==> src/design/fft16_pkg.sv <==
`default_nettype none

package fft16_pkg;

  //////////////////////////////
  // Transform geometry
  //////////////////////////////

  // Samples per frame
  localparam int N_POINTS = 16;

  // Butterfly size, also the number of groups
  localparam int RADIX = 4;

  // Word growth of one 4-point butterfly
  localparam int GROWTH_BITS = 2;

  // Input sample width when the top level is not overridden
  localparam int IN_W_DEFAULT = 16;

  //////////////////////////////
  // Twiddle coefficients
  //////////////////////////////

  // Signed Q1.14, so +1.0 is 16384
  localparam int TW_W = 16;
  localparam int TW_FRAC = 14;

  // Entry k holds cos(2*pi*k/16)
  localparam logic signed [TW_W-1:0] TW_RE [N_POINTS] = '{
     16'sd16384,  16'sd15137,  16'sd11585,  16'sd6270,
     16'sd0,     -16'sd6270,  -16'sd11585, -16'sd15137,
    -16'sd16384, -16'sd15137, -16'sd11585, -16'sd6270,
     16'sd0,      16'sd6270,   16'sd11585,  16'sd15137
  };

  // Entry k holds -sin(2*pi*k/16)
  localparam logic signed [TW_W-1:0] TW_IM [N_POINTS] = '{
     16'sd0,     -16'sd6270,  -16'sd11585, -16'sd15137,
    -16'sd16384, -16'sd15137, -16'sd11585, -16'sd6270,
     16'sd0,      16'sd6270,   16'sd11585,  16'sd15137,
     16'sd16384,  16'sd15137,  16'sd11585,  16'sd6270
  };

endpackage

`default_nettype wire

==> src/design/frame_if.sv <==
`default_nettype none

// One whole complex frame, moved in a single cycle
interface frame_if #(
  parameter int W = fft16_pkg::IN_W_DEFAULT
);

  // High for exactly the one cycle that carries the frame
  logic valid;

  // Slot-indexed payload, slot meaning depends on the stage
  logic signed [W-1:0] re [fft16_pkg::N_POINTS];
  logic signed [W-1:0] im [fft16_pkg::N_POINTS];

  // Producer side
  modport src (output valid, output re, output im);

  // Consumer side, must capture while valid is high
  modport dst (input valid, input re, input im);

endinterface

`default_nettype wire

==> src/design/sample_loader.sv <==
`default_nettype none

module sample_loader #(
  parameter int W = fft16_pkg::IN_W_DEFAULT
) (
  input  logic                clk,
  input  logic                reset_i,
  input  logic                in_valid_i,
  input  logic signed [W-1:0] in_re_i,
  input  logic signed [W-1:0] in_im_i,
  frame_if.src                frm_o
);

  localparam int N = fft16_pkg::N_POINTS;
  localparam int CNT_W = $clog2(N);
  // Bits of one radix-4 digit
  localparam int D_W = $clog2(fft16_pkg::RADIX);

  // Index of the next sample within the frame
  logic [CNT_W-1:0] cnt;
  // Sixteenth sample was taken on the last edge
  logic last_q;
  logic [CNT_W-1:0] wr_slot;

  // Collect buffer, the next frame fills it while the previous one is out
  logic signed [W-1:0] buf_re [N];
  logic signed [W-1:0] buf_im [N];

  // Digit swap, sample n goes to slot 4*(n mod 4) + n div 4
  assign wr_slot = {cnt[D_W-1:0], cnt[CNT_W-1:D_W]};

  always_ff @(posedge clk) begin
    if (reset_i) begin
      cnt    <= '0;
      last_q <= 1'b0;
    end else begin
      last_q <= in_valid_i && (cnt == CNT_W'(N - 1));
      // Wraps to zero after the last sample
      if (in_valid_i) begin
        cnt <= cnt + 1'b1;
      end
    end
  end

  always_ff @(posedge clk) begin
    if (in_valid_i) begin
      buf_re[wr_slot] <= in_re_i;
      buf_im[wr_slot] <= in_im_i;
    end
  end

  //////////////////////////////
  // Frame output register
  //////////////////////////////

  always_ff @(posedge clk) begin
    if (reset_i) begin
      frm_o.valid <= 1'b0;
    end else begin
      frm_o.valid <= last_q;
    end
  end

  // Copy of the full buffer, held until the next frame completes
  always_ff @(posedge clk) begin
    if (last_q) begin
      for (int i = 0; i < N; i++) begin
        frm_o.re[i] <= buf_re[i];
        frm_o.im[i] <= buf_im[i];
      end
    end
  end

  // At most one frame per 16 samples
  a_valid_single: assert property (
    @(posedge clk) disable iff (reset_i) frm_o.valid |=> !frm_o.valid
  );

endmodule

`default_nettype wire

==> src/flat_wrapper.sv <==
// flat-port wrapper written by rule: the top's interface ports become plain ports
module sample_loader_flat 
#(
  parameter int W = fft16_pkg::IN_W_DEFAULT
)
  (clk, reset_i, in_valid_i, in_re_i, in_im_i, frm_o_valid, frm_o_re, frm_o_im);
  frame_if #(.W(W)) frm_o_i ();
  input  logic clk;
  input  logic reset_i;
  input  logic in_valid_i;
  input  logic signed [W-1:0] in_re_i;
  input  logic signed [W-1:0] in_im_i;
  output wire logic [$bits(frm_o_i.valid)-1:0] frm_o_valid;
  output wire logic [$bits(frm_o_i.re)-1:0] frm_o_re;
  output wire logic [$bits(frm_o_i.im)-1:0] frm_o_im;
  assign frm_o_valid = frm_o_i.valid;
  assign frm_o_re = {>>{frm_o_i.re}};
  assign frm_o_im = {>>{frm_o_i.im}};
  sample_loader #(.W(W)) u_core (.clk(clk), .reset_i(reset_i), .in_valid_i(in_valid_i), .in_re_i(in_re_i), .in_im_i(in_im_i), .frm_o(frm_o_i));
endmodule
==> config.mk <==
export PLATFORM = sky130hd
export DESIGN_NAME = sample_loader_flat
export DESIGN_NICKNAME = d
export VERILOG_FILES = /design/src/design/fft16_pkg.sv /design/src/design/frame_if.sv /design/src/design/sample_loader.sv /design/src/flat_wrapper.sv
export SDC_FILE = /design/constraint.sdc
export NUM_CORES = 1
export LEC_CHECK = 0
export ABC_AREA = 1
export BUFFER_PORTS_ARGS = -buffer_cell sky130_fd_sc_hd__buf_2
export CAP_MARGIN = 20
export CORE_MARGIN = 5
export CORE_UTILIZATION = 45
export DETAILED_ROUTE_END_ITERATION = 16
export GPL_TIMING_DRIVEN = 0
export MAX_ROUTING_LAYER = met4
export PLACE_DENSITY = 0.66
export SLEW_MARGIN = 20
export SYNTH_ARGS = -nofsm -noshare
export SYNTH_HDL_FRONTEND = slang
export SYNTH_SLANG_ARGS = --single-unit
==> constraint.sdc <==
create_clock -name clk -period 20.7 [get_ports clk]
set_input_delay 3.105 -clock clk [delete_from_list [all_inputs] [get_ports clk]]
set_output_delay 3.105 -clock clk [all_outputs]
set_load 0.005 [all_outputs]
## Word level (Yosys, flattened, before mapping)

Memories as Yosys holds them, arrays and structs flattened. A register that Yosys moved wholly into a read port is not among the register bits.
Index checks and enable logic that the tools add are counted.

| storage, ports and cells | value |
|---|---|
| RAM bits | 512 |
| input port bits | 35 |
| output and inout port bits | 513 |
| memories | 2 |
| flip-flop bits (word level) | 6 |

| cells by class | value |
|---|---|
| muxes and demuxes | 2 |
| equal/unequal tests | 1 |
| $add $sub $neg | 1 |
| reductions and logical operators | 1 |

Memories:

| name | depth | bits a word | rd ports | clocked after Yosys merged registers in | write ports | line | text |
|---|---|---|---|---|---|---|---|
| u_core.buf_im | 16 | 16 | 16 | 16 | 1 | sample_loader.sv:27 | `logic signed [W-1:0] buf_im [N];` |
| u_core.buf_re | 16 | 16 | 16 | 16 | 1 | sample_loader.sv:26 | `logic signed [W-1:0] buf_re [N];` |

Operators with widths:

| operator | count |
|---|---|
| $add A4 B1 Y4 const B | 1 |
| $eq A4 B4 Y1 const B | 1 |
| $mux W1 | 2 |
| $logic_and A1 B1 Y1 | 1 |

## Logic depth before layout (Yosys ltp)

| logic depth | value |
|---|---|
| word-level depth | 2 |
| depth in mapped cells | 6 |
| depth with buffers taken out | 5 |

## Least setup slack after synthesis

No wires, ideal clock.

| timing path | value |
|---|---|
| path type | register -> register |
| start point | reg u_core.last_q |
| end point | reg u_core.frm_o.im[0], in the netlist frm_o_im[0] (read register of u_core.buf_im) (enable) |
| setup time | 930 ps |
| clock period less this slack | 12451 ps |
| arrival time | 11521 ps |
| setup slack | 8249 ps |
| path buffers | 0 |
| required time | 19770 ps |
| stages on the path, launching flop included | 1 |
| path through | dfxtp_1 |

RTL lines:

| element | line | text |
|---|---|---|
| start: declaration | sample_loader.sv:22 | `logic last_q;` |
| start signal: assignment | sample_loader.sv:37 | `last_q <= in_valid_i && (cnt == CNT_W'(N - 1));` |
| end: declaration | frame_if.sv:16 | `modport src (output valid, output re, output im);` |

No word-level cell between the ends.

## Final worst setup path

| timing path | value |
|---|---|
| start point | reg u_core.frm_o.im[171], in the netlist frm_o_im[171] (read register of u_core.buf_im) |
| end point | out frm_o_im[171] |

RTL lines:

| element | line | text |
|---|---|---|
| end: declaration | flat_wrapper.sv:15 | `output wire logic [$bits(frm_o_i.im)-1:0] frm_o_im;` |

No word-level cell between the ends.

==> flow_summary.toml <==
[timing]
maxSlewViolCount = 0
slew_headroom = 0.494
period_minus_slack_ns = 4.30
timing.fmax_mhz = 233
hold_viol_final = 0
finalSetupTns_ns = 0
worst_slew_pin_slew_ns = 0.758
skew_ns = 0.0328
setup_viol = 0
rsz0062_at_grt = "false"
period_share = 0.208

[floorplan]
rows = 96
dieWidth_um = 273
initial_core_util = 0.454
core_area_um2 = 68600
die_y_um = 273
die-area_um2 = 74500
num_io_pins = 548

[yosys]
netlist_area_um2 = 31100
syn_area_per_cell_um2 = 28.7
ys_types = 13
ys_seq_area_frac = 0.992
synth_fp_nets = 1122
synth-seq-cells = 1030
yosysWarnings = 0
syn_inst = 1083

[placement]
dp_hpwl_um = 45100
dp.cells = 2603
numPortBuffers = 546
gp_congestion = 0.783

[run_status]
status = "complete, no violations"

[cts]
clock_sinks = 1030
clock_latency_ns = 0.64
post_cts_resized = 0
cts-root-buf = "clkbuf_16"
path_clk_slew_ns = 0.06
cts_tree = "done"
post_cts_buffers = 0
cts_buffers = 97
ctsHoldBuffers = 0
max-clock-path-buffers = 3
htree_num_levels = 3

[critical_path]
end_kind = "primary output"
max_stage_delay_ns = 0.41
path_class = "register to primary output"
cp_data_required_time_ns = 17.59
crit_end = "frm_o_im[171]"
worstRegToRegCells = 4
r2r_slack_ns = 18.35
cp_data_arrival_time_ns = 1.19
r2r_end = "frm_o_re[207]$_DFFE_PP_"
critPathBufInv = 1
path_cells = "buf_2"
path_depth = 1
r2r-start = "u_core.last_q$_SDFF_PP0_"
cpLargestDelayFamily = "flip-flops"
cp-startpoint = "frm_o_im[171]$_DFFE_PP_"
worst-path-max-fanout = 1
cpMaxStageDelayCell = "edfxtp_1"
start_kind = "register"

[global_routing]
antenna_found_initial = 0
overflow = 0
grt_pass1_vias = 13500
grt_pass1_wl_um = 96500
grt_use_total = 0.186
grt_max_degree = 64

[finish]
multiInputGateArea_um2 = 350
layout_commonest_cell = "edfxtp_1"
final_cell_mix = "1024 x edfxtp_1, 546 x buf_2, 99 x clkbuf_16"
num-fill-cells = 4905
diodes = 0
fin_cells = 2782
seqCellArea_um2 = 30900
area_delta_synth_final_pct = 26.8
final_layout_size_suffix_gt1_frac = 0.406
fin_nets = 1810

[drt]
drt-initial-drc-count = 1212
ant_nets = 0
vias_per_cell = 4.76
vias = 13200
wl_per_cell_um = 24.7
drtPass1Iterations = 5
drt-total-wl_um = 68800
drc = 0

[hold_path]
hold_path_class = "register to register"

[run]
drv_cap = 0

[power_and_ir_drop]
ir_worst_vdd_uv = 88.1
power_leakage_nw = 13.6
power_density_nw_per_um2 = 104
==> layout make-up <==
type / count / area share
tap: 931 / 0.0295
clock inverter: 72 / 0.0191
sequential: 1030 / 0.782
multi-input combinational: 46 / 0.00888
buffer: 1 / 0.000285
timing repair buffer: 589 / 0.0958
clock buffer: 107 / 0.0635
inverter: 6 / 0.000571
==> per-stage QoR <==
| stage | hold WS (ns) | utilization | instance area, µm² | power [mW] | setup slack (ns) |
|---|---|---|---|---|---|
| floorplan | 0.400 | - | 31100 | 2.34 | 8.25 |
| global placement | 0.401 | 0.511 | 35000 | 2.37 | 4.13 |
| detailed placement | 0.405 | 0.528 | 36200 | 2.37 | 15.75 |
| CTS | 0.394 | 0.575 | 39500 | 4.14 | 16.33 |
| global route | 0.389 | 0.575 | 39500 | 4.24 | 16.33 |
| finish | 0.394 | 0.575 | 39500 | 4.10 | 16.40 |
==> routing by layer <==
layer | wire length, µm | vias to the layer above | GRT usage
li1 | - | 5782 | -
met4 | 2020 | 0 | 0.0577
met3 | 5420 | 127 | 0.0536
met2 | 35300 | 575 | 0.307
met1 | 26100 | 6757 | 0.228
met5 | 0 | - | -
==> cells in the mapped netlist, drive strengths merged <==
master	instances	share of area
nand3	1	0.00016
nor3	1	0.00016
nor2	24	0.0031
ha	4	0.0016
a21oi	2	0.00032
buf	1	0.00036
nand2	14	0.0020
inv	6	0.00072
edfxtp	1024	0.99
dfxtp	6	0.0039
==> kinds of logic (layout without fill, tap and decap cells) <==
family / count (synthesis) / in the layout / synth area share
simple gates: 40 / 40 / 0.00547
buf+inv: 7 / 775 / 0.00109
flops: 1030 / 1030 / 0.992
fa+ha+maj: 4 / 4 / 0.00161
compound gates: 2 / 2 / 0.000322
==> how the worst min path moves through the flow <==
stage | start | depth (start not counted) | to | slack [ns]
finish | u_core.buf_im[4][7]$_DFFE_PP_ | 0 | frm_o_im[183]$_DFFE_PP_ | 0.39
global route | u_core.buf_im[4][7]$_DFFE_PP_ | 0 | frm_o_im[183]$_DFFE_PP_ | 0.39
CTS | u_core.buf_im[4][7]$_DFFE_PP_ | 0 | frm_o_im[183]$_DFFE_PP_ | 0.39
detailed placement | u_core.buf_im[8][12]$_DFFE_PP_ | 0 | frm_o_im[124]$_DFFE_PP_ | 0.40
global placement | u_core.buf_im[10][7]$_DFFE_PP_ | 0 | frm_o_im[87]$_DFFE_PP_ | 0.40
floorplan | u_core.buf_im[15][0]$_DFFE_PP_ | 0 | frm_o_im[0]$_DFFE_PP_ | 0.40
==> power breakdown <==
group	internal, mW	total (mW)	leakage (nW)	switching (mW)
Clock	1.03	1.77	1.58	0.742
Combinational	0.00740	0.0353	2.70	0.0279
Sequential	2.29	2.29	9.27	0.00271
Total	3.33	4.10	13.6	0.773
==> flip-flops by register name (all words and copies together), names as in the netlist <==
name and flops:
frm_o_im 256, frm_o_re 256, u_core.buf_im 256, u_core.buf_re 256, u_core.cnt 4, u_core.frm_o.valid 1
u_core.last_q 1
(Power assumes the default switching activity.)
