## src/design/fft16_pkg.sv

```systemverilog
`default_nettype none

package fft16_pkg;

  //////////////////////////////
  // Transform geometry
  //////////////////////////////

  // Samples per frame
  localparam int N_POINTS = 16;

  // Butterfly size, also the number of groups
  localparam int RADIX = 4;

  // Word growth of one 4-point butterfly
  localparam int GROWTH_BITS = 2;

  // Input sample width when the top level is not overridden
  localparam int IN_W_DEFAULT = 16;

  //////////////////////////////
  // Twiddle coefficients
  //////////////////////////////

  // Signed Q1.14, so +1.0 is 16384
  localparam int TW_W = 16;
  localparam int TW_FRAC = 14;

  // Entry k holds cos(2*pi*k/16)
  localparam logic signed [TW_W-1:0] TW_RE [N_POINTS] = '{
     16'sd16384,  16'sd15137,  16'sd11585,  16'sd6270,
     16'sd0,     -16'sd6270,  -16'sd11585, -16'sd15137,
    -16'sd16384, -16'sd15137, -16'sd11585, -16'sd6270,
     16'sd0,      16'sd6270,   16'sd11585,  16'sd15137
  };

  // Entry k holds -sin(2*pi*k/16)
  localparam logic signed [TW_W-1:0] TW_IM [N_POINTS] = '{
     16'sd0,     -16'sd6270,  -16'sd11585, -16'sd15137,
    -16'sd16384, -16'sd15137, -16'sd11585, -16'sd6270,
     16'sd0,      16'sd6270,   16'sd11585,  16'sd15137,
     16'sd16384,  16'sd15137,  16'sd11585,  16'sd6270
  };

endpackage

`default_nettype wire

```

## src/design/frame_if.sv

```systemverilog
`default_nettype none

// One whole complex frame, moved in a single cycle
interface frame_if #(
  parameter int W = fft16_pkg::IN_W_DEFAULT
);

  // High for exactly the one cycle that carries the frame
  logic valid;

  // Slot-indexed payload, slot meaning depends on the stage
  logic signed [W-1:0] re [fft16_pkg::N_POINTS];
  logic signed [W-1:0] im [fft16_pkg::N_POINTS];

  // Producer side
  modport src (output valid, output re, output im);

  // Consumer side, must capture while valid is high
  modport dst (input valid, input re, input im);

endinterface

`default_nettype wire

```

## src/design/bf4_stage.sv

```systemverilog
`default_nettype none

module bf4_stage #(
  parameter int W = fft16_pkg::IN_W_DEFAULT
) (
  input  logic clk,
  input  logic reset_i,
  frame_if.dst frm_i,
  frame_if.src frm_o
);

  localparam int N = fft16_pkg::N_POINTS;
  localparam int R = fft16_pkg::RADIX;
  // First adder level
  localparam int AW = W + 1;
  // Second adder level, equals the output frame width
  localparam int OW = W + fft16_pkg::GROWTH_BITS;

  logic signed [OW-1:0] y_re [N];
  logic signed [OW-1:0] y_im [N];

  //////////////////////////////
  // Four 4-point DFTs
  //////////////////////////////

  for (genvar g = 0; g < R; g++) begin : g_grp
    // Sums and differences of the even and odd input pairs
    logic signed [AW-1:0] a_re;
    logic signed [AW-1:0] a_im;
    logic signed [AW-1:0] b_re;
    logic signed [AW-1:0] b_im;
    logic signed [AW-1:0] c_re;
    logic signed [AW-1:0] c_im;
    logic signed [AW-1:0] d_re;
    logic signed [AW-1:0] d_im;

    // x0 and x2
    assign a_re = AW'(frm_i.re[R*g]) + AW'(frm_i.re[R*g+2]);
    assign a_im = AW'(frm_i.im[R*g]) + AW'(frm_i.im[R*g+2]);
    assign b_re = AW'(frm_i.re[R*g]) - AW'(frm_i.re[R*g+2]);
    assign b_im = AW'(frm_i.im[R*g]) - AW'(frm_i.im[R*g+2]);

    // x1 and x3
    assign c_re = AW'(frm_i.re[R*g+1]) + AW'(frm_i.re[R*g+3]);
    assign c_im = AW'(frm_i.im[R*g+1]) + AW'(frm_i.im[R*g+3]);
    assign d_re = AW'(frm_i.re[R*g+1]) - AW'(frm_i.re[R*g+3]);
    assign d_im = AW'(frm_i.im[R*g+1]) - AW'(frm_i.im[R*g+3]);

    // Bin 0, plain sum
    assign y_re[R*g] = OW'(a_re) + OW'(c_re);
    assign y_im[R*g] = OW'(a_im) + OW'(c_im);

    // Bin 1, b - j*d, the -j is a swap with one negation
    assign y_re[R*g+1] = OW'(b_re) + OW'(d_im);
    assign y_im[R*g+1] = OW'(b_im) - OW'(d_re);

    // Bin 2, alternating signs
    assign y_re[R*g+2] = OW'(a_re) - OW'(c_re);
    assign y_im[R*g+2] = OW'(a_im) - OW'(c_im);

    // Bin 3, b + j*d
    assign y_re[R*g+3] = OW'(b_re) - OW'(d_im);
    assign y_im[R*g+3] = OW'(b_im) + OW'(d_re);
  end

  //////////////////////////////
  // Output register
  //////////////////////////////

  always_ff @(posedge clk) begin
    if (reset_i) begin
      frm_o.valid <= 1'b0;
    end else begin
      frm_o.valid <= frm_i.valid;
    end
  end

  // Payload only loads with a frame
  always_ff @(posedge clk) begin
    if (frm_i.valid) begin
      for (int i = 0; i < N; i++) begin
        frm_o.re[i] <= y_re[i];
        frm_o.im[i] <= y_im[i];
      end
    end
  end

endmodule

`default_nettype wire

```

## src/flat_wrapper.sv

```systemverilog
// flat-port wrapper written by rule: the top's interface ports become plain ports
module bf4_stage_flat 
#(
  parameter int W = fft16_pkg::IN_W_DEFAULT
)
  (clk, reset_i, frm_i_valid, frm_i_re, frm_i_im, frm_o_valid, frm_o_re, frm_o_im);
  frame_if #(.W(W)) frm_i_i ();
  frame_if #(.W(W)) frm_o_i ();
  input  logic clk;
  input  logic reset_i;
  input wire logic [$bits(frm_i_i.valid)-1:0] frm_i_valid;
  input wire logic [$bits(frm_i_i.re)-1:0] frm_i_re;
  input wire logic [$bits(frm_i_i.im)-1:0] frm_i_im;
  output wire logic [$bits(frm_o_i.valid)-1:0] frm_o_valid;
  output wire logic [$bits(frm_o_i.re)-1:0] frm_o_re;
  output wire logic [$bits(frm_o_i.im)-1:0] frm_o_im;
  assign frm_i_i.valid = frm_i_valid;
  assign frm_i_i.re = {>>{frm_i_re}};
  assign frm_i_i.im = {>>{frm_i_im}};
  assign frm_o_valid = frm_o_i.valid;
  assign frm_o_re = {>>{frm_o_i.re}};
  assign frm_o_im = {>>{frm_o_i.im}};
  bf4_stage #(.W(W)) u_core (.clk(clk), .reset_i(reset_i), .frm_i(frm_i_i), .frm_o(frm_o_i));
endmodule
```

## config.mk

```make
export PLATFORM = sky130hd
export DESIGN_NAME = bf4_stage_flat
export DESIGN_NICKNAME = d
export VERILOG_FILES = /design/src/design/fft16_pkg.sv /design/src/design/frame_if.sv /design/src/design/bf4_stage.sv /design/src/flat_wrapper.sv
export SDC_FILE = /design/constraint.sdc
export NUM_CORES = 2
export LEC_CHECK = 0
export BUFFER_PORTS_ARGS = -buffer_cell sky130_fd_sc_hd__buf_4
export CORE_AREA = 2 2 398 400
export CTS_CLUSTER_DIAMETER = 30
export DETAILED_ROUTE_END_ITERATION = 7
export DIE_AREA = 0 0 400 402
export HOLD_SLACK_MARGIN = 0.06
export PLACE_DENSITY_LB_ADDON = 0.15
export SLEW_MARGIN = 20
export SYNTH_ARGS = -nofsm -noshare
export SYNTH_HDL_FRONTEND = slang
export SYNTH_SLANG_ARGS = --single-unit
```

## constraint.sdc

```tcl
create_clock -name clk -period 4.3 [get_ports clk]
set_clock_uncertainty 0.2 [all_clocks]
set_input_delay 0 -clock clk [delete_from_list [all_inputs] [get_ports clk]]
set_output_delay 0 -clock clk [all_outputs]
set_load 0.02 [all_outputs]
```

; ---- After elaboration in Yosys (flattened, before gate mapping)
; Cells that the tools add are included.
[word_totals]
wordCells = 97
output_inout_bits = 513
regBits = 513
inputBits = 515
[op_classes]
addsub = 64
[ops]
columns = cell, count
row1 = $add A16 B16 Y16, 32
row2 = $sub A16 B16 Y16, 32

; ---- Longest topological paths before layout
[depth]
ltp_word = 2
mapped_depth = 23
ltp_nobuf = 22

; ---- Worst setup path before layout
; OpenSTA, ideal clock, no wires.
[synth_path]
kind = input to register
from = input frm_i_im[16]
to = register u_core.frm_o.im[31], data pin
slack_ps = 435
n_path_buf = 1
arrival_time_ps = 3402
stages = 21
required_ps = 3837
setup_ps = 263
cell_sequence = ha_1 > inv_1 > fa_1 > o21bai_1 > a21oi_1 > o21bai_1 > a2111oi_0 > nor2_1 > a221oi_2 > o21bai_1 > a21o_1 > xnor2_1 > ha_1 > clkbuf_1 > inv_1 > a21oi_1 > nor2_1 > nor2_1 > nor2b_1 > a311oi_1 > xnor2_1
[synth_lines]
columns = element, line_no
row1 = from (decl), flat_wrapper.sv:13  ; input wire logic [$bits(frm_i_i.im)-1:0] frm_i_im;
row2 = "to (signal, indexed assignment)", bf4_stage.sv:83  ; frm_o.im[i] <= y_im[i];
row3 = to (decl), frame_if.sv:16  ; modport src (output valid, output re, output im);

==> metrics.txt <==
CTS clk-pin slew, worst paths=0.04 ns; initial antenna violation count=39; routed wire length=202.8 mm; Worst path most repeated cell=a21o_1; mux share of post-synthesis cell area=0.001246; cells along the critical path=dlygate4sd3_1 -> buf_4 -> ha_1 -> nor2b_1 -> o21a_1 -> o21ai_2 -> nand2b_1 -> a21o_1 -> a21o_1 -> a21o_1 -> xnor2_2 -> ha_1 -> nor2b_1 -> o21ai_0 -> a21oi_1 -> a311oi_1 -> o21bai_1 -> a221oi_2 -> o21bai_1 -> a21oi_1 -> xnor2_1 -> dlygate4sd3_1; CTS tree=built; Row Count=146; largest net degree at the start of global routing=89; Tcrit/Tclk final=0.9838; chip height=402 microns; final hold violation count=0; DR DRC count=0; Yosys cell types=88; fill count=15,020; WP data arrival=4.54 ns; Area after DPL=67,750 sq um; DR vias/cell=5.019; Async S/R FF share, synth=0; Max Clock Freq=236.4 MHz; PwrDens=613.7 nW/um^2; die area=160,800 sq um; Setup Viol. Count Final=0; status=finished clean; RePlAce Congestion=0.9236; wire length of the first global-routing pass=299.2 mm; CTS root buf=clkbuf_16; RSZ-0062 raised after global routing=yes; DR vias=50,830; Post-synth top flop=edfxtp_1; Die W=400 microns; max incr delay on CP=0.56 ns; worst-margin pin slew=0.9359 ns; First-pass DRT Iterations=6; main combinational cell family by area after synthesis=adder cells; synth warn=0; Final Non-Filler Cells=10,130; Slew headroom=0.3716; final core area utilization=0.4893; post-route cell area=76,860 sq um; area of the multi-input gates=38,330 sq um; clock buffer depth=3; Post-Syn Instances=6,449; 1st-iter DRT viols=2,632; placed insts=9,465; grt ovf=0; Synth Area per Inst=8.879 sq um; Layout area overhead=34.23%; Hold WS=0.1007 ns; crit path kind=in -> reg; Synth Register Bits=497; simple-gate share of the synthesized area=0.09888; GRT Util Overall=0.2439; CTS H-tree lvls=4; Worst Hold Class=in -> reg; max-slew violations=0; clk sinks=497; Worst setup SP type=input pin; Compound-Gate Fraction of Synth Area=0.1914; Slowest-stage cell, CP=dlygate4sd3_1; leakage=35.63 nW; layout cells sized above 1=0.1911; WP data required=4.61 ns; CP endpoint kind=flip-flop; Seq/Total Area, Yosys=0.2605; IO buf count=1,027; DR WL/cell=20.02 microns; post-synthesis xor/xnor area fraction=0.1400; synthesized area=57,260 sq um; core area=157,100 sq um; IO Pins=1,028; fin crit period=4.230 ns; total CTS buffers=145; Final nets=9,450; vias in the first global route=50,170; peak supply drop=0.4620 mV; CP Max Fanout=4; register area=14,910 sq um; Initial Util=0.3645; syn_nets=7,988; EDFF count, synth=496; post-route antenna net violation count=0; adder-cell share of the synthesized area=0.2321; number of max-cap violations=0; DP HPWL=170.1 mm
[synthesized netlist by cell type, drive strengths merged, types with 17 or more instances]
cell type,number,area (sq um)
xor2,209,1831
a31oi,37,231.5
edfxtp,496,14890
ha,960,12010
or4,19,142.6
nand4,23,143.9
a311oi,19,191.4
o21ai,227,1136
and3,30,187.7
a21oi,641,3212
o21bai,248,1866
fa,64,1281
nand2b,83,519.3
a221oi,24,222.7
xnor2,704,6166
nor2,493,1851
o22ai,17,106.4
o21a,53,397.9
o211ai,23,172.7
or3,38,237.7
buf,41,241.5
nor3,115,586.8
nor4,25,156.4
and2,20,125.1
nand2,132,495.5
clkbuf,183,686.9
or2,22,137.6
a21o,146,1096
nand3,47,235.2
inv,910,3416
o41ai,30,319.1
nor2b,106,663.1
a211oi,36,280.3
o31ai,57,432.9
[metrics by stage]
stage / power (mW) / worst slack [ns] / setup TNS (ns)
6_report: 47.17 / 0.06955 / 0
5_1_grt: 50.03 / -0.1323 / -0.1542
4_1_cts: 47.19 / 0.008545 / 0
3_5_place_dp: 35.01 / -0.006336 / -0.006336
3_3_place_gp: 35.02 / 0.001005 / 0
2_1_floorplan: 25.34 / 0.4353 / 0
[kinds of logic after synthesis]
logic type                 after synthesis
muxes                                    7
xor gates and xnor gates               914
and+or+nand+nor                       1175
adders and majority gates             1024
buffers and inverters                 1134
AOI/OAI and AO/OA                     1698
DFF                                    497
[final timing paths]
kind / endpoint / startpoint / cells after the start / slack (ns)
max: u_core.frm_o.im[175] / frm_i_re[161] / 22 / 0.07
min: u_core.frm_o.im[130] / frm_i_re[129] / 5 / 0.10
[critical path: cells and delay by family]
family,cells,cell delay (ns)
XOR/XNOR,2,0.22
AO/OA/AOI/OAI,12,2.14
adder cells (fa/ha/maj),2,0.62
AND/OR/NAND/NOR,3,0.27
buffers and inverters,3,1.27
[report_power, final]
| part | internal, mW | total (mW) | switching, mW |
|---|---|---|---|
| combinational | 11.0 | 26.2 | 15.1 |
| sequential | 8.91 | 9.94 | 1.04 |
| clock | 7.67 | 11.0 | 3.37 |
| total | 27.6 | 47.2 | 19.5 |
[cells in the final DEF, fill, tap and decap left out, types with 30 or more instances in the layout]
| master | n |
|---|---|
| buf_4 | 1171 |
| ha_1 | 951 |
| inv_1 | 898 |
| xnor2_1 | 702 |
| a21oi_1 | 630 |
| edfxtp_1 | 496 |
| nor2_1 | 491 |
| dlygate4sd3_1 | 363 |
| o21bai_1 | 247 |
| xor2_1 | 207 |
| o21ai_0 | 170 |
| clkbuf_16 | 149 |
| a21o_1 | 146 |
| nand2_1 | 132 |
| nor3_1 | 112 |
| nor2b_1 | 106 |
| nand2b_1 | 83 |
| fa_1 | 64 |
| o21ai_1 | 56 |
| o21a_1 | 53 |
| o31ai_1 | 52 |
| nand3_1 | 47 |
| or3_1 | 38 |
| a31oi_1 | 37 |
| a211oi_1 | 33 |
| and3_1 | 30 |
[state kept, by name (all words and copies together) (netlist names)]
signal	cells
u_core.frm_o.im	248
u_core.frm_o.valid	1
u_core.frm_o.re	248
[layer usage]
| layer | GRT usage | part of all wire |
|---|---|---|
| met5 | 0 | 0.00095 |
| met4 | 0.09041 | 0.032 |
| met3 | 0.05762 | 0.064 |
| met2 | 0.4110 | 0.48 |
| met1 | 0.3002 | 0.43 |
[cell type report]
| cell class | count | area share |
|---|---|---|
| diodes | 23 | 0.0007488 |
| inverters | 910 | 0.04444 |
| well taps | 2072 | 0.03373 |
| clock inverters | 99 | 0.01590 |
| multi-input cells | 4818 | 0.4987 |
| repair buffers | 1539 | 0.1629 |
| flip-flops and latches | 497 | 0.1940 |
| clock buffers | 170 | 0.04954 |
[repair_timing]
action | in CTS | in global routing
buffers inserted | 0 | 8
resized for setup | 0 | 71
endpoints found under the hold margin | 741 | 0
hold buffers | 367 | 0
setup endpoints to repair | 0 | 38
Note: power is estimated with default switching activity, not from simulation.
