--- src/design/fft16_pkg.sv ---
`default_nettype none

package fft16_pkg;

  //////////////////////////////
  // Transform geometry
  //////////////////////////////

  // Samples per frame
  localparam int N_POINTS = 16;

  // Butterfly size, also the number of groups
  localparam int RADIX = 4;

  // Word growth of one 4-point butterfly
  localparam int GROWTH_BITS = 2;

  // Input sample width when the top level is not overridden
  localparam int IN_W_DEFAULT = 16;

  //////////////////////////////
  // Twiddle coefficients
  //////////////////////////////

  // Signed Q1.14, so +1.0 is 16384
  localparam int TW_W = 16;
  localparam int TW_FRAC = 14;

  // Entry k holds cos(2*pi*k/16)
  localparam logic signed [TW_W-1:0] TW_RE [N_POINTS] = '{
     16'sd16384,  16'sd15137,  16'sd11585,  16'sd6270,
     16'sd0,     -16'sd6270,  -16'sd11585, -16'sd15137,
    -16'sd16384, -16'sd15137, -16'sd11585, -16'sd6270,
     16'sd0,      16'sd6270,   16'sd11585,  16'sd15137
  };

  // Entry k holds -sin(2*pi*k/16)
  localparam logic signed [TW_W-1:0] TW_IM [N_POINTS] = '{
     16'sd0,     -16'sd6270,  -16'sd11585, -16'sd15137,
    -16'sd16384, -16'sd15137, -16'sd11585, -16'sd6270,
     16'sd0,      16'sd6270,   16'sd11585,  16'sd15137,
     16'sd16384,  16'sd15137,  16'sd11585,  16'sd6270
  };

endpackage

`default_nettype wire

--- src/design/frame_if.sv ---
`default_nettype none

// One whole complex frame, moved in a single cycle
interface frame_if #(
  parameter int W = fft16_pkg::IN_W_DEFAULT
);

  // High for exactly the one cycle that carries the frame
  logic valid;

  // Slot-indexed payload, slot meaning depends on the stage
  logic signed [W-1:0] re [fft16_pkg::N_POINTS];
  logic signed [W-1:0] im [fft16_pkg::N_POINTS];

  // Producer side
  modport src (output valid, output re, output im);

  // Consumer side, must capture while valid is high
  modport dst (input valid, input re, input im);

endinterface

`default_nettype wire

--- src/design/spectrum_unloader.sv ---
`default_nettype none

module spectrum_unloader #(
  parameter int W = fft16_pkg::IN_W_DEFAULT
) (
  input  logic                clk,
  input  logic                reset_i,
  frame_if.dst                frm_i,
  output logic                out_valid_o,
  output logic signed [W-1:0] out_re_o,
  output logic signed [W-1:0] out_im_o,
  output logic                out_last_o
);

  localparam int N = fft16_pkg::N_POINTS;
  localparam int CNT_W = $clog2(N);
  localparam int D_W = $clog2(fft16_pkg::RADIX);

  // Next bin to send, zero when idle
  logic [CNT_W-1:0] bin;
  logic [CNT_W-1:0] rd_slot;

  // Held copy of the frame for bins 1 to 15
  logic signed [W-1:0] buf_re [N];
  logic signed [W-1:0] buf_im [N];

  // Bin k sits in slot 4*(k mod 4) + k div 4
  assign rd_slot = {bin[D_W-1:0], bin[CNT_W-1:D_W]};

  //////////////////////////////
  // Bin sequencer
  //////////////////////////////

  always_ff @(posedge clk) begin
    if (reset_i) begin
      bin         <= '0;
      out_valid_o <= 1'b0;
      out_last_o  <= 1'b0;
    end else begin
      out_valid_o <= frm_i.valid || (bin != '0);
      out_last_o  <= (bin == CNT_W'(N - 1));
      if (frm_i.valid) begin
        // Bin 0 leaves with the capture
        bin <= CNT_W'(1);
      end else if (bin != '0) begin
        // Wraps back to idle after bin 15
        bin <= bin + 1'b1;
      end
    end
  end

  //////////////////////////////
  // Frame buffer and output data
  //////////////////////////////

  always_ff @(posedge clk) begin
    if (frm_i.valid) begin
      for (int i = 0; i < N; i++) begin
        buf_re[i] <= frm_i.re[i];
        buf_im[i] <= frm_i.im[i];
      end
    end
  end

  always_ff @(posedge clk) begin
    if (frm_i.valid) begin
      // Bin 0 is slot 0, straight from the incoming frame
      out_re_o <= frm_i.re[0];
      out_im_o <= frm_i.im[0];
    end else begin
      out_re_o <= buf_re[rd_slot];
      out_im_o <= buf_im[rd_slot];
    end
  end

  // Previous spectrum fully sent before the next frame lands
  a_no_overrun: assert property (
    @(posedge clk) disable iff (reset_i) frm_i.valid |-> (bin == '0)
  );

endmodule

`default_nettype wire

--- src/flat_wrapper.sv ---
// flat-port wrapper written by rule: the top's interface ports become plain ports
module spectrum_unloader_flat 
#(
  parameter int W = fft16_pkg::IN_W_DEFAULT
)
  (clk, reset_i, out_valid_o, out_re_o, out_im_o, out_last_o, frm_i_valid, frm_i_re, frm_i_im);
  frame_if #(.W(W)) frm_i_i ();
  input  logic clk;
  input  logic reset_i;
  output logic out_valid_o;
  output logic signed [W-1:0] out_re_o;
  output logic signed [W-1:0] out_im_o;
  output logic out_last_o;
  input wire logic [$bits(frm_i_i.valid)-1:0] frm_i_valid;
  input wire logic [$bits(frm_i_i.re)-1:0] frm_i_re;
  input wire logic [$bits(frm_i_i.im)-1:0] frm_i_im;
  assign frm_i_i.valid = frm_i_valid;
  assign frm_i_i.re = {>>{frm_i_re}};
  assign frm_i_i.im = {>>{frm_i_im}};
  spectrum_unloader #(.W(W)) u_core (.clk(clk), .reset_i(reset_i), .frm_i(frm_i_i), .out_valid_o(out_valid_o), .out_re_o(out_re_o), .out_im_o(out_im_o), .out_last_o(out_last_o));
endmodule
--- config.mk ---
export PLATFORM = sky130hd
export DESIGN_NAME = spectrum_unloader_flat
export DESIGN_NICKNAME = d
export VERILOG_FILES = /design/src/design/fft16_pkg.sv /design/src/design/frame_if.sv /design/src/design/spectrum_unloader.sv /design/src/flat_wrapper.sv
export SDC_FILE = /design/constraint.sdc
export NUM_CORES = 1
export LEC_CHECK = 0
export BUFFER_PORTS_ARGS = -buffer_cell sky130_fd_sc_hd__buf_2
export CAP_MARGIN = 20
export CELL_PAD_IN_SITES_DETAIL_PLACEMENT = 1
export CELL_PAD_IN_SITES_GLOBAL_PLACEMENT = 1
export CORE_ASPECT_RATIO = 0.9
export CORE_MARGIN = 1
export CORE_UTILIZATION = 30
export CTS_BUF_LIST = sky130_fd_sc_hd__clkbuf_2 sky130_fd_sc_hd__clkbuf_4 sky130_fd_sc_hd__clkbuf_8
export DETAILED_ROUTE_END_ITERATION = 8
export HOLD_SLACK_MARGIN = 0.15
export PLACE_DENSITY_LB_ADDON = 0.12
export SYNTH_ARGS = -nofsm -noshare
export SYNTH_HDL_FRONTEND = slang
export SYNTH_SLANG_ARGS = --single-unit
--- constraint.sdc ---
create_clock -name clk -period 2.8 [get_ports clk]
set_input_delay 0.14 -clock clk [delete_from_list [all_inputs] [get_ports clk]]
set_output_delay 0.14 -clock clk [all_outputs]
set_load 0.01 [all_outputs]
==> results of run 1 <==
[logic make-up after synthesis]
kind of cell    count (synthesis)  synth area share
mux                           163            0.1391
compound gates                127           0.04810
fa+ha+maj                       2          0.001222
flops                         550            0.7882
xor+xnor                        3          0.001284
simple gates                   11          0.003301
buf+inv                        58           0.01882
[stage by stage]
stage	cells	worst slack, ns	area (µm²)	hold slack (ns)	utilization
after floorplan	914	1.148	20470	0.2091	-
after global placement	2306	0.7489	24310	0.3164	0.3617
after detailed placement	2306	0.7412	24310	0.3183	0.3617
[Yosys cell counts (4+ instances only)]
cell / n
a32oi_1: 31
buf_2: 13
clkbuf_1: 25
a2bb2oi_1: 31
buf_6: 7
o221ai_1: 31
edfxtp_1: 512
buf_12: 4
dfxtp_1: 38
mux4_2: 97
a21oi_1: 33
mux2i_1: 65
==> reports/summary.log, run 1 <==
INFO  run_status     outcome=aborted with a tool error
INFO  run_status     stop_stage=clock tree synthesis (4_1_cts)
INFO  run_status     error_message=[ERROR RSZ-0060] Max buffer count reached.
INFO  yosys          asyncSetResetFlopFracSynth=0
INFO  yosys          edff_count_synth=512
INFO  clock_tree     clockRootBuffer=clkbuf_8
INFO  yosys          netlist.top_cell.by_area=edfxtp_1
INFO  yosys          synth_ff_type=edfxtp_1
INFO  clock_tree     tritoncts.num_buffers=95
INFO  yosys          yosysWarnings=0
INFO  clock_tree     post_cts_buffers=0
INFO  yosys          synth-seq-area-share=0.7882
INFO  clock_tree     hold_buf_cts=497
INFO  floorplanning  chipWidth=277.4µm
INFO  place          place.detailed.hpwl=42.91mm
INFO  yosys          syn_inst=914
INFO  yosys          synth_nets=1431
INFO  yosys          netlist-cell-type-count=32
INFO  floorplanning  floorplan.io_pins=549
INFO  clock_tree     numClockSinks=550
INFO  clock_tree     cts.repair.resized=0
INFO  place          gp_congestion=0.7480
INFO  yosys          netlist.area_leader.share=0.7511
INFO  yosys          syn_avg_cell_area=22.40µm²
INFO  place          count_of_input_and_output_buffers=548
INFO  clock_tree     cts_buffer_depth=3
INFO  floorplanning  initial_core_util=0.3045
INFO  yosys          synth_top_cells_by_area=edfxtp_1, mux4_2, dfxtp_1
INFO  clock_tree     cts_htree_levels=3
INFO  floorplanning  rows=90
INFO  yosys          yosys_register_bits=550
INFO  yosys          syn-cell-area=20470µm²
INFO  floorplanning  die_y=249.8µm
==> inputs of run 2 (changes only) <==
==> config.mk (replaced) <==
export PLATFORM = sky130hd
export DESIGN_NAME = spectrum_unloader_flat
export DESIGN_NICKNAME = d
export VERILOG_FILES = /design/src/design/fft16_pkg.sv /design/src/design/frame_if.sv /design/src/design/spectrum_unloader.sv /design/src/flat_wrapper.sv
export SDC_FILE = /design/constraint.sdc
export NUM_CORES = 1
export LEC_CHECK = 0
export BUFFER_PORTS_ARGS = -buffer_cell sky130_fd_sc_hd__buf_2
export CAP_MARGIN = 20
export CORE_MARGIN = 1
export CORE_UTILIZATION = 20
export DETAILED_ROUTE_END_ITERATION = 8
export PLACE_DENSITY_LB_ADDON = 0.15
export SYNTH_ARGS = -nofsm -noshare
export SYNTH_HDL_FRONTEND = slang
export SYNTH_SLANG_ARGS = --single-unit
==> run 2 against run 1 <==
Compared with the run above:
- the flow now finishes without violations
- synthesized cell count is the same
- area after synthesis did not move
==> reports/summary.log, run 2 <==
INFO  setup_path     ff2ff_setup_slack=0.52ns
INFO  final_layout   final_design_area_no_fill=32470µm²
INFO  clock_tree     clock_insertion_delay_worst_skew=0.61ns
INFO  sta            setup_repair_after_global_routing_missed_its_margin=no
INFO  floorplanning  rows=116
INFO  power          pwrdens=637.6nW/µm²
INFO  yosys          synth-seq-area-share=0.7882
INFO  detailed_routing drc=0
INFO  setup_path     crit_fanout=28
INFO  yosys          yosysWarnings=0
INFO  yosys          asyncSetResetFlopFracSynth=0
INFO  final_layout   finish.net_count=2551
INFO  power          switching_share=0.2177
INFO  sta            fin_setup_tns=0ns
INFO  power          power.switching=4.508mW
INFO  detailed_routing drt-vias-per-instance=3.887
INFO  power          share_clk_of_total_power=0.431
INFO  power          p_comb_frac=0.091
INFO  floorplanning  chipWidth=321.9µm
INFO  detailed_routing vias=13440
INFO  sta            setup_slack=0.5171ns
INFO  yosys          edff_count_synth=512
INFO  clock_tree     clockRootBuffer=clkbuf_16
INFO  yosys          netlist.top_cell.by_area=edfxtp_1
INFO  yosys          syn_inst=914
INFO  setup_path     critical_path.endpoint_type=register
INFO  yosys          netlist-cell-type-count=32
INFO  flow_run       max-cap-violations=0
INFO  sta            layout_min_cycle_time=2.283ns
INFO  clock_tree     numClockSinks=550
INFO  run_status     outcome=completed
INFO  yosys          syn_avg_cell_area=22.40µm²
INFO  clock_tree     hold_buf_cts=514
INFO  yosys          most_instantiated_cells_after_synthesis=edfxtp_1, mux4_2, mux2i_1, dfxtp_1, a21oi_1
INFO  final_layout   drive_above_1_share=0.3821
INFO  setup_path     timing.critical_path.required=3.28ns
INFO  global_routing grt_util_all_layers=0.1313
INFO  final_layout   finalCoreUtilization=0.3224
INFO  clock_tree     tritoncts.num_buffers=70
INFO  global_routing antenna_found_initial=13
INFO  yosys          syn-cell-area=20470µm²
INFO  setup_path     worst_setup_start_kind=register
INFO  place          placedCellCount=2805
INFO  min_path       worstHoldStart=frm_i_re[85]
INFO  global_routing grt_first_pass_wirelength=98.91mm
INFO  final_layout   fin_cells=3456
INFO  setup_path     timing.rr.end=u_core.out_im_o[9]
INFO  sta            final_min_period_over_clock_period=0.8153
INFO  place          place.detailed.hpwl=46.96mm
INFO  power          cell_internal_pwr=16.20mW
INFO  clock_tree     clk_transition_reported_paths=0.06ns
INFO  floorplanning  die_y=321.9µm
INFO  final_layout   layout.cells.most_common=buf_2
INFO  detailed_routing drt_iter0_markers=696
INFO  yosys          synth_top_cells_by_area=edfxtp_1, mux4_2, dfxtp_1
INFO  min_path       hold_depth=2
INFO  clock_tree     post_cts_buffers=0
INFO  floorplanning  design.core.area=100700µm²
INFO  yosys          yosys_register_bits=550
INFO  detailed_routing route.detailed.wl_per_inst=19.91µm
INFO  floorplanning  floorplan.io_pins=549
INFO  sta            fin_worst_skew=0.02367ns
INFO  setup_path     critical_path_class=register to register
INFO  global_routing overflow=0
INFO  power          peakVddDrop=0.3675mV
INFO  detailed_routing detail_route.wirelength=68.82mm
INFO  place          count_of_input_and_output_buffers=548
INFO  final_layout   areaGrowthSynthToFinish=58.63%
INFO  place          gp_congestion=0.7422
INFO  place          placed_area=25030µm²
INFO  yosys          synth_ff_type=edfxtp_1
INFO  sta            setup_violators_final=0
INFO  clock_tree     cts_htree_levels=3
INFO  global_routing grt_start_max_net_pins=130
INFO  min_path       holdPathEnd=u_core.buf_re[10][5]
INFO  yosys          synth_nets=1431
INFO  clock_tree     cts_buffer_depth=3
INFO  clock_tree     tritoncts=built
INFO  floorplanning  initial_core_util=0.2032
INFO  yosys          netlist.area_leader.share=0.7511
INFO  setup_path     worstReg2RegStart=u_core.bin[2]
INFO  min_path       min_path_type=input pin to register
INFO  power          leakage_power_total=11.90nW
INFO  yosys          yosysMostFrequentCell=edfxtp_1
INFO  detailed_routing route.antenna.remaining_nets=0
INFO  sta            hold_viol=0
INFO  floorplanning  die-area=103600µm²
INFO  final_layout   layout_top_registers=u_core.buf_im (256), u_core.buf_re (256)
INFO  power          p_seq_frac=0.479
INFO  sta            fmax=438.0MHz
INFO  setup_path     reg2reg_depth=4
INFO  sta            worstMarginPinSlew=0.8025ns
INFO  sta            slew_headroom=0.4650
INFO  setup_path     timing.critical_path.arrival=2.76ns
INFO  global_routing number_of_global_route_vias_before_repair=15330
INFO  clock_tree     cts.repair.resized=0
INFO  sta            finalMaxSlewViolations=0
INFO  final_layout   layout.cells.most_common_list=buf_2, dlygate4sd3_1, edfxtp_1
INFO  sta            final.hold.worst_slack=0.2329ns
INFO  place          preCtsSetupSlack=0.4495ns
INFO  power          design_power_total=20.71mW
INFO  detailed_routing detail_route.first_pass.iterations=5
==> run 2: cell counts after synthesis <==
Identical to the previous run, type by type.
==> run 2: area by class of cell <==
type | count | area, µm²
fillers | 10010 | 68250
inverters | 3 | 13.76
multi-input cells | 306 | 3970
diodes | 8 | 20.02
clock inverters | 32 | 284.0
clock buffers | 97 | 1998
repair buffers | 1103 | 8343
flip-flops and latches | 550 | 16150
well taps | 1357 | 1698
==> run 2: cells by family (layout without fill, tap and decap cells) <==
group	after synthesis	in the layout	synth area share
buffers and inverters	58	1235	0.01882
AO/OA/AOI/OAI	127	127	0.04810
XOR/XNOR	3	3	0.001284
adder cells (fa/ha/maj)	2	2	0.001222
other	0	8	0
AND/OR/NAND/NOR	11	11	0.003301
multiplexers	163	163	0.1391
flip-flops	550	550	0.7882
==> run 2: metal layers <==
layer,global-route usage,part of all wire,vias up,wire [µm]
met1,0.1546,0.40,6733,27570
li1,-,-,6199,-
met3,0.02968,0.057,89,3899
met2,0.2360,0.52,408,35960
met5,0,0.00062,-,43
met4,0.03884,0.020,6,1351
==> run 2: worst max-delay path, stage by stage, from the launching register on <==
cell       delay, ns
dfxtp_4         0.83
buf_4           0.37
mux4_2          0.53
a32oi_1         0.29
a2bb2oi_1       0.09
==> run 2: worst max path at each step <==
stage          slack, ns                  to          start
2_1_floorplan       1.15       u_core.bin[1]  u_core.bin[0]
3_3_place_gp        0.46  u_core.out_im_o[9]  u_core.bin[2]
3_5_place_dp        0.45  u_core.out_im_o[9]  u_core.bin[2]
4_1_cts             0.44  u_core.out_im_o[9]  u_core.bin[2]
5_1_grt             0.35  u_core.out_im_o[9]  u_core.bin[2]
6_report            0.52  u_core.out_im_o[9]  u_core.bin[2]
==> run 2: power by group through the flow <==
stage          Clock [mW]  Sequential, mW  Combinational [mW]
2_1_floorplan           0            10.0               0.455
6_report             8.92            9.91                1.88
5_1_grt              9.50            9.98                2.03
3_5_place_dp            0            10.1                1.31
4_1_cts              9.26            9.92                1.92
3_3_place_gp            0            10.1                1.29
Note: power is estimated with default switching activity, not from simulation.
==> inputs of run 3 (changes only) <==
==> constraint.sdc (replaced) <==
create_clock -name clk -period 2.25 [get_ports clk]
set_input_delay 0.1125 -clock clk [delete_from_list [all_inputs] [get_ports clk]]
set_output_delay 0.1125 -clock clk [all_outputs]
set_load 0.01 [all_outputs]
==> run 3 against run 2 <==
Compared with the run above:
- first-iteration DRC count decreased by 2.3%
- count of clock-buffer cells in the layout decreased by 1
- sequential power increased by 24%
- largest power group unchanged
- largest cell class unchanged
- highest routed layer unchanged
- utilization increased by 0.20 points
==> reports/summary.log, run 3 (synthesis results as in run 2) <==
INFO  floorplanning  rows=116
INFO  clock_tree     clockRootBuffer=clkbuf_16
INFO  sta            layout_min_cycle_time=2.015ns
INFO  final_layout   fin_cells=3456
INFO  sta            fin_setup_tns=0ns
INFO  global_routing number_of_global_route_vias_before_repair=15250
INFO  sta            slew_headroom=0.3952
INFO  sta            fmax=496.3MHz
INFO  floorplanning  design.core.area=100700µm²
INFO  global_routing grt_util_all_layers=0.1344
INFO  final_layout   finish.net_count=2556
INFO  sta            setup_repair_after_global_routing_missed_its_margin=no
INFO  sta            finalMaxSlewViolations=0
INFO  floorplanning  chipWidth=321.9µm
INFO  global_routing antenna_found_initial=8
INFO  final_layout   final.fill_count=9986
INFO  floorplanning  floorplan.io_pins=549
INFO  final_layout   layout.cells.most_common_list=buf_2, dlygate4sd3_1, edfxtp_1
INFO  setup_path     crit_fanout=16
INFO  detailed_routing drc=0
INFO  power          pwrdens=795.7nW/µm²
INFO  clock_tree     cts_htree_levels=3
INFO  setup_path     worst_setup_start_kind=register
INFO  clock_tree     clock_insertion_delay_worst_skew=0.62ns
INFO  global_routing overflow=0
INFO  final_layout   layout.cells.most_common=buf_2
INFO  clock_tree     cts_buffer_depth=3
INFO  place          placedCellCount=2810
INFO  clock_tree     numClockSinks=550
INFO  sta            fin_worst_skew=0.02765ns
INFO  detailed_routing drt_iter0_markers=680
INFO  setup_path     ff2ff_setup_slack=0.24ns
INFO  detailed_routing drt-vias-per-instance=3.929
INFO  setup_path     critical_path_class=register to register
INFO  global_routing grt_start_max_net_pins=98
INFO  detailed_routing detail_route.first_pass.iterations=5
INFO  flow_run       max-cap-violations=0
INFO  floorplanning  initial_core_util=0.2032
INFO  setup_path     cp_cell_sequence=inv_2 > nor2_4 > buf_12 > a32oi_1 > a2bb2oi_1
INFO  floorplanning  die-area=103600µm²
INFO  final_layout   finalCoreUtilization=0.3244
INFO  final_layout   multi_input_comb_area=3970µm²
INFO  sta            worstMarginPinSlew=0.9051ns
INFO  detailed_routing route.antenna.remaining_nets=0
INFO  setup_path     crit_slowest_cell=nor2_4
INFO  final_layout   areaGrowthSynthToFinish=59.62%
INFO  min_path       hold_depth=2
INFO  floorplanning  die_y=321.9µm
INFO  final_layout   drive_above_1_share=0.3852
INFO  final_layout   layout_top_registers=u_core.buf_im (256), u_core.buf_re (256)
INFO  place          count_of_input_and_output_buffers=548
INFO  detailed_routing detail_route.wirelength=70.69mm
INFO  clock_tree     hold_buf_cts=514
INFO  setup_path     reg2reg_depth=5
INFO  detailed_routing vias=13580
INFO  run_status     outcome=completed
INFO  clock_tree     tritoncts.num_buffers=70
INFO  sta            final_min_period_over_clock_period=0.8955
INFO  power          peakVddDrop=0.4208mV
INFO  clock_tree     clk_transition_reported_paths=0.06ns
INFO  power          leakage_power_total=11.97nW
INFO  sta            hold_viol=0
INFO  clock_tree     post_cts_buffers=0
INFO  setup_path     timing.critical_path.arrival=2.54ns
INFO  setup_path     timing.critical_path.required=2.78ns
INFO  clock_tree     cts.repair.resized=0
INFO  place          place.detailed.hpwl=47.81mm
INFO  setup_path     critical_path.endpoint_type=register
INFO  min_path       min_path_type=input pin to register
INFO  clock_tree     tritoncts=built
INFO  global_routing grt_first_pass_wirelength=100.2mm
INFO  sta            setup_violators_final=0
INFO  final_layout   final-seq-area=16150µm²
INFO  place          gp_congestion=0.7433
INFO  detailed_routing route.detailed.wl_per_inst=20.45µm
INFO  setup_path     critical-path-max-stage-delay=0.69ns
[run 3: cell count changes in the layout (fill, tap and decap cells not counted), sizes merged]
cell	before	now
buf	589	594
clkinv	23	18
diode	8	4
clkinvlp	2	4
inv	6	8
bufinv	4	5
clkbuf	97	96
[run 3: worst paths after layout]
path | start | endpoint
min | frm_i_re[23] | u_core.buf_re[14][7]
max reg2reg | u_core.bin[1] | u_core.out_re_o[1]
max | u_core.bin[1] | u_core.out_re_o[1]
min reg2reg | u_core.bin[1] | u_core.bin[1]
[run 3: layout make-up]
cell class                 count  area share
sequential                   550      0.4942
timing repair buffer        1108      0.2615
multi-input combinational    306      0.1215
clock buffer                  96     0.06035
tap                         1357     0.05196
clock inverter                32    0.009841
inverter                       3   0.0004212
antenna                        4   0.0003063
[run 3: worst max-delay path, delay by kind of cell, from the launching register on]
kind            cells  cell delay [ns]
compound gates      2             0.29
buf+inv             2             0.39
flops               1             0.52
simple gates        1             0.69
[run 3: layer usage]
layer	wire (µm)	global-route usage	vias up
li1	-	-	6199
met1	29170	0.1626	6828
met2	35960	0.2353	443
met3	3866	0.03207	101
met4	1650	0.03937	6
met5	41	0	-
[run 3: stage by stage]
| step | power [mW] | hold slack (ns) | setup WS [ns] | instance area (µm²) |
|---|---|---|---|---|
| 6_report | 26.00 | 0.1975 | 0.2351 | 32680 |
| 5_1_grt | 27.03 | 0.1484 | 0.09890 | 32670 |
| 4_1_cts | 26.48 | 0.1323 | 0.09391 | 32670 |
| 3_5_place_dp | 14.25 | 0.2906 | 0.1439 | 25230 |
| 3_3_place_gp | 14.22 | 0.2901 | 0.1772 | 25230 |
| 2_1_floorplan | 13.04 | 0.1816 | 0.5977 | 20470 |
[run 3: power breakdown]
part	internal, mW	total [mW]	switching [mW]	leakage [nW]
clock	6.74	11.3	4.52	1.12
combinational	1.41	2.40	0.994	5.52
sequential	12.1	12.3	0.249	5.33
total	20.2	26.0	5.76	12.0
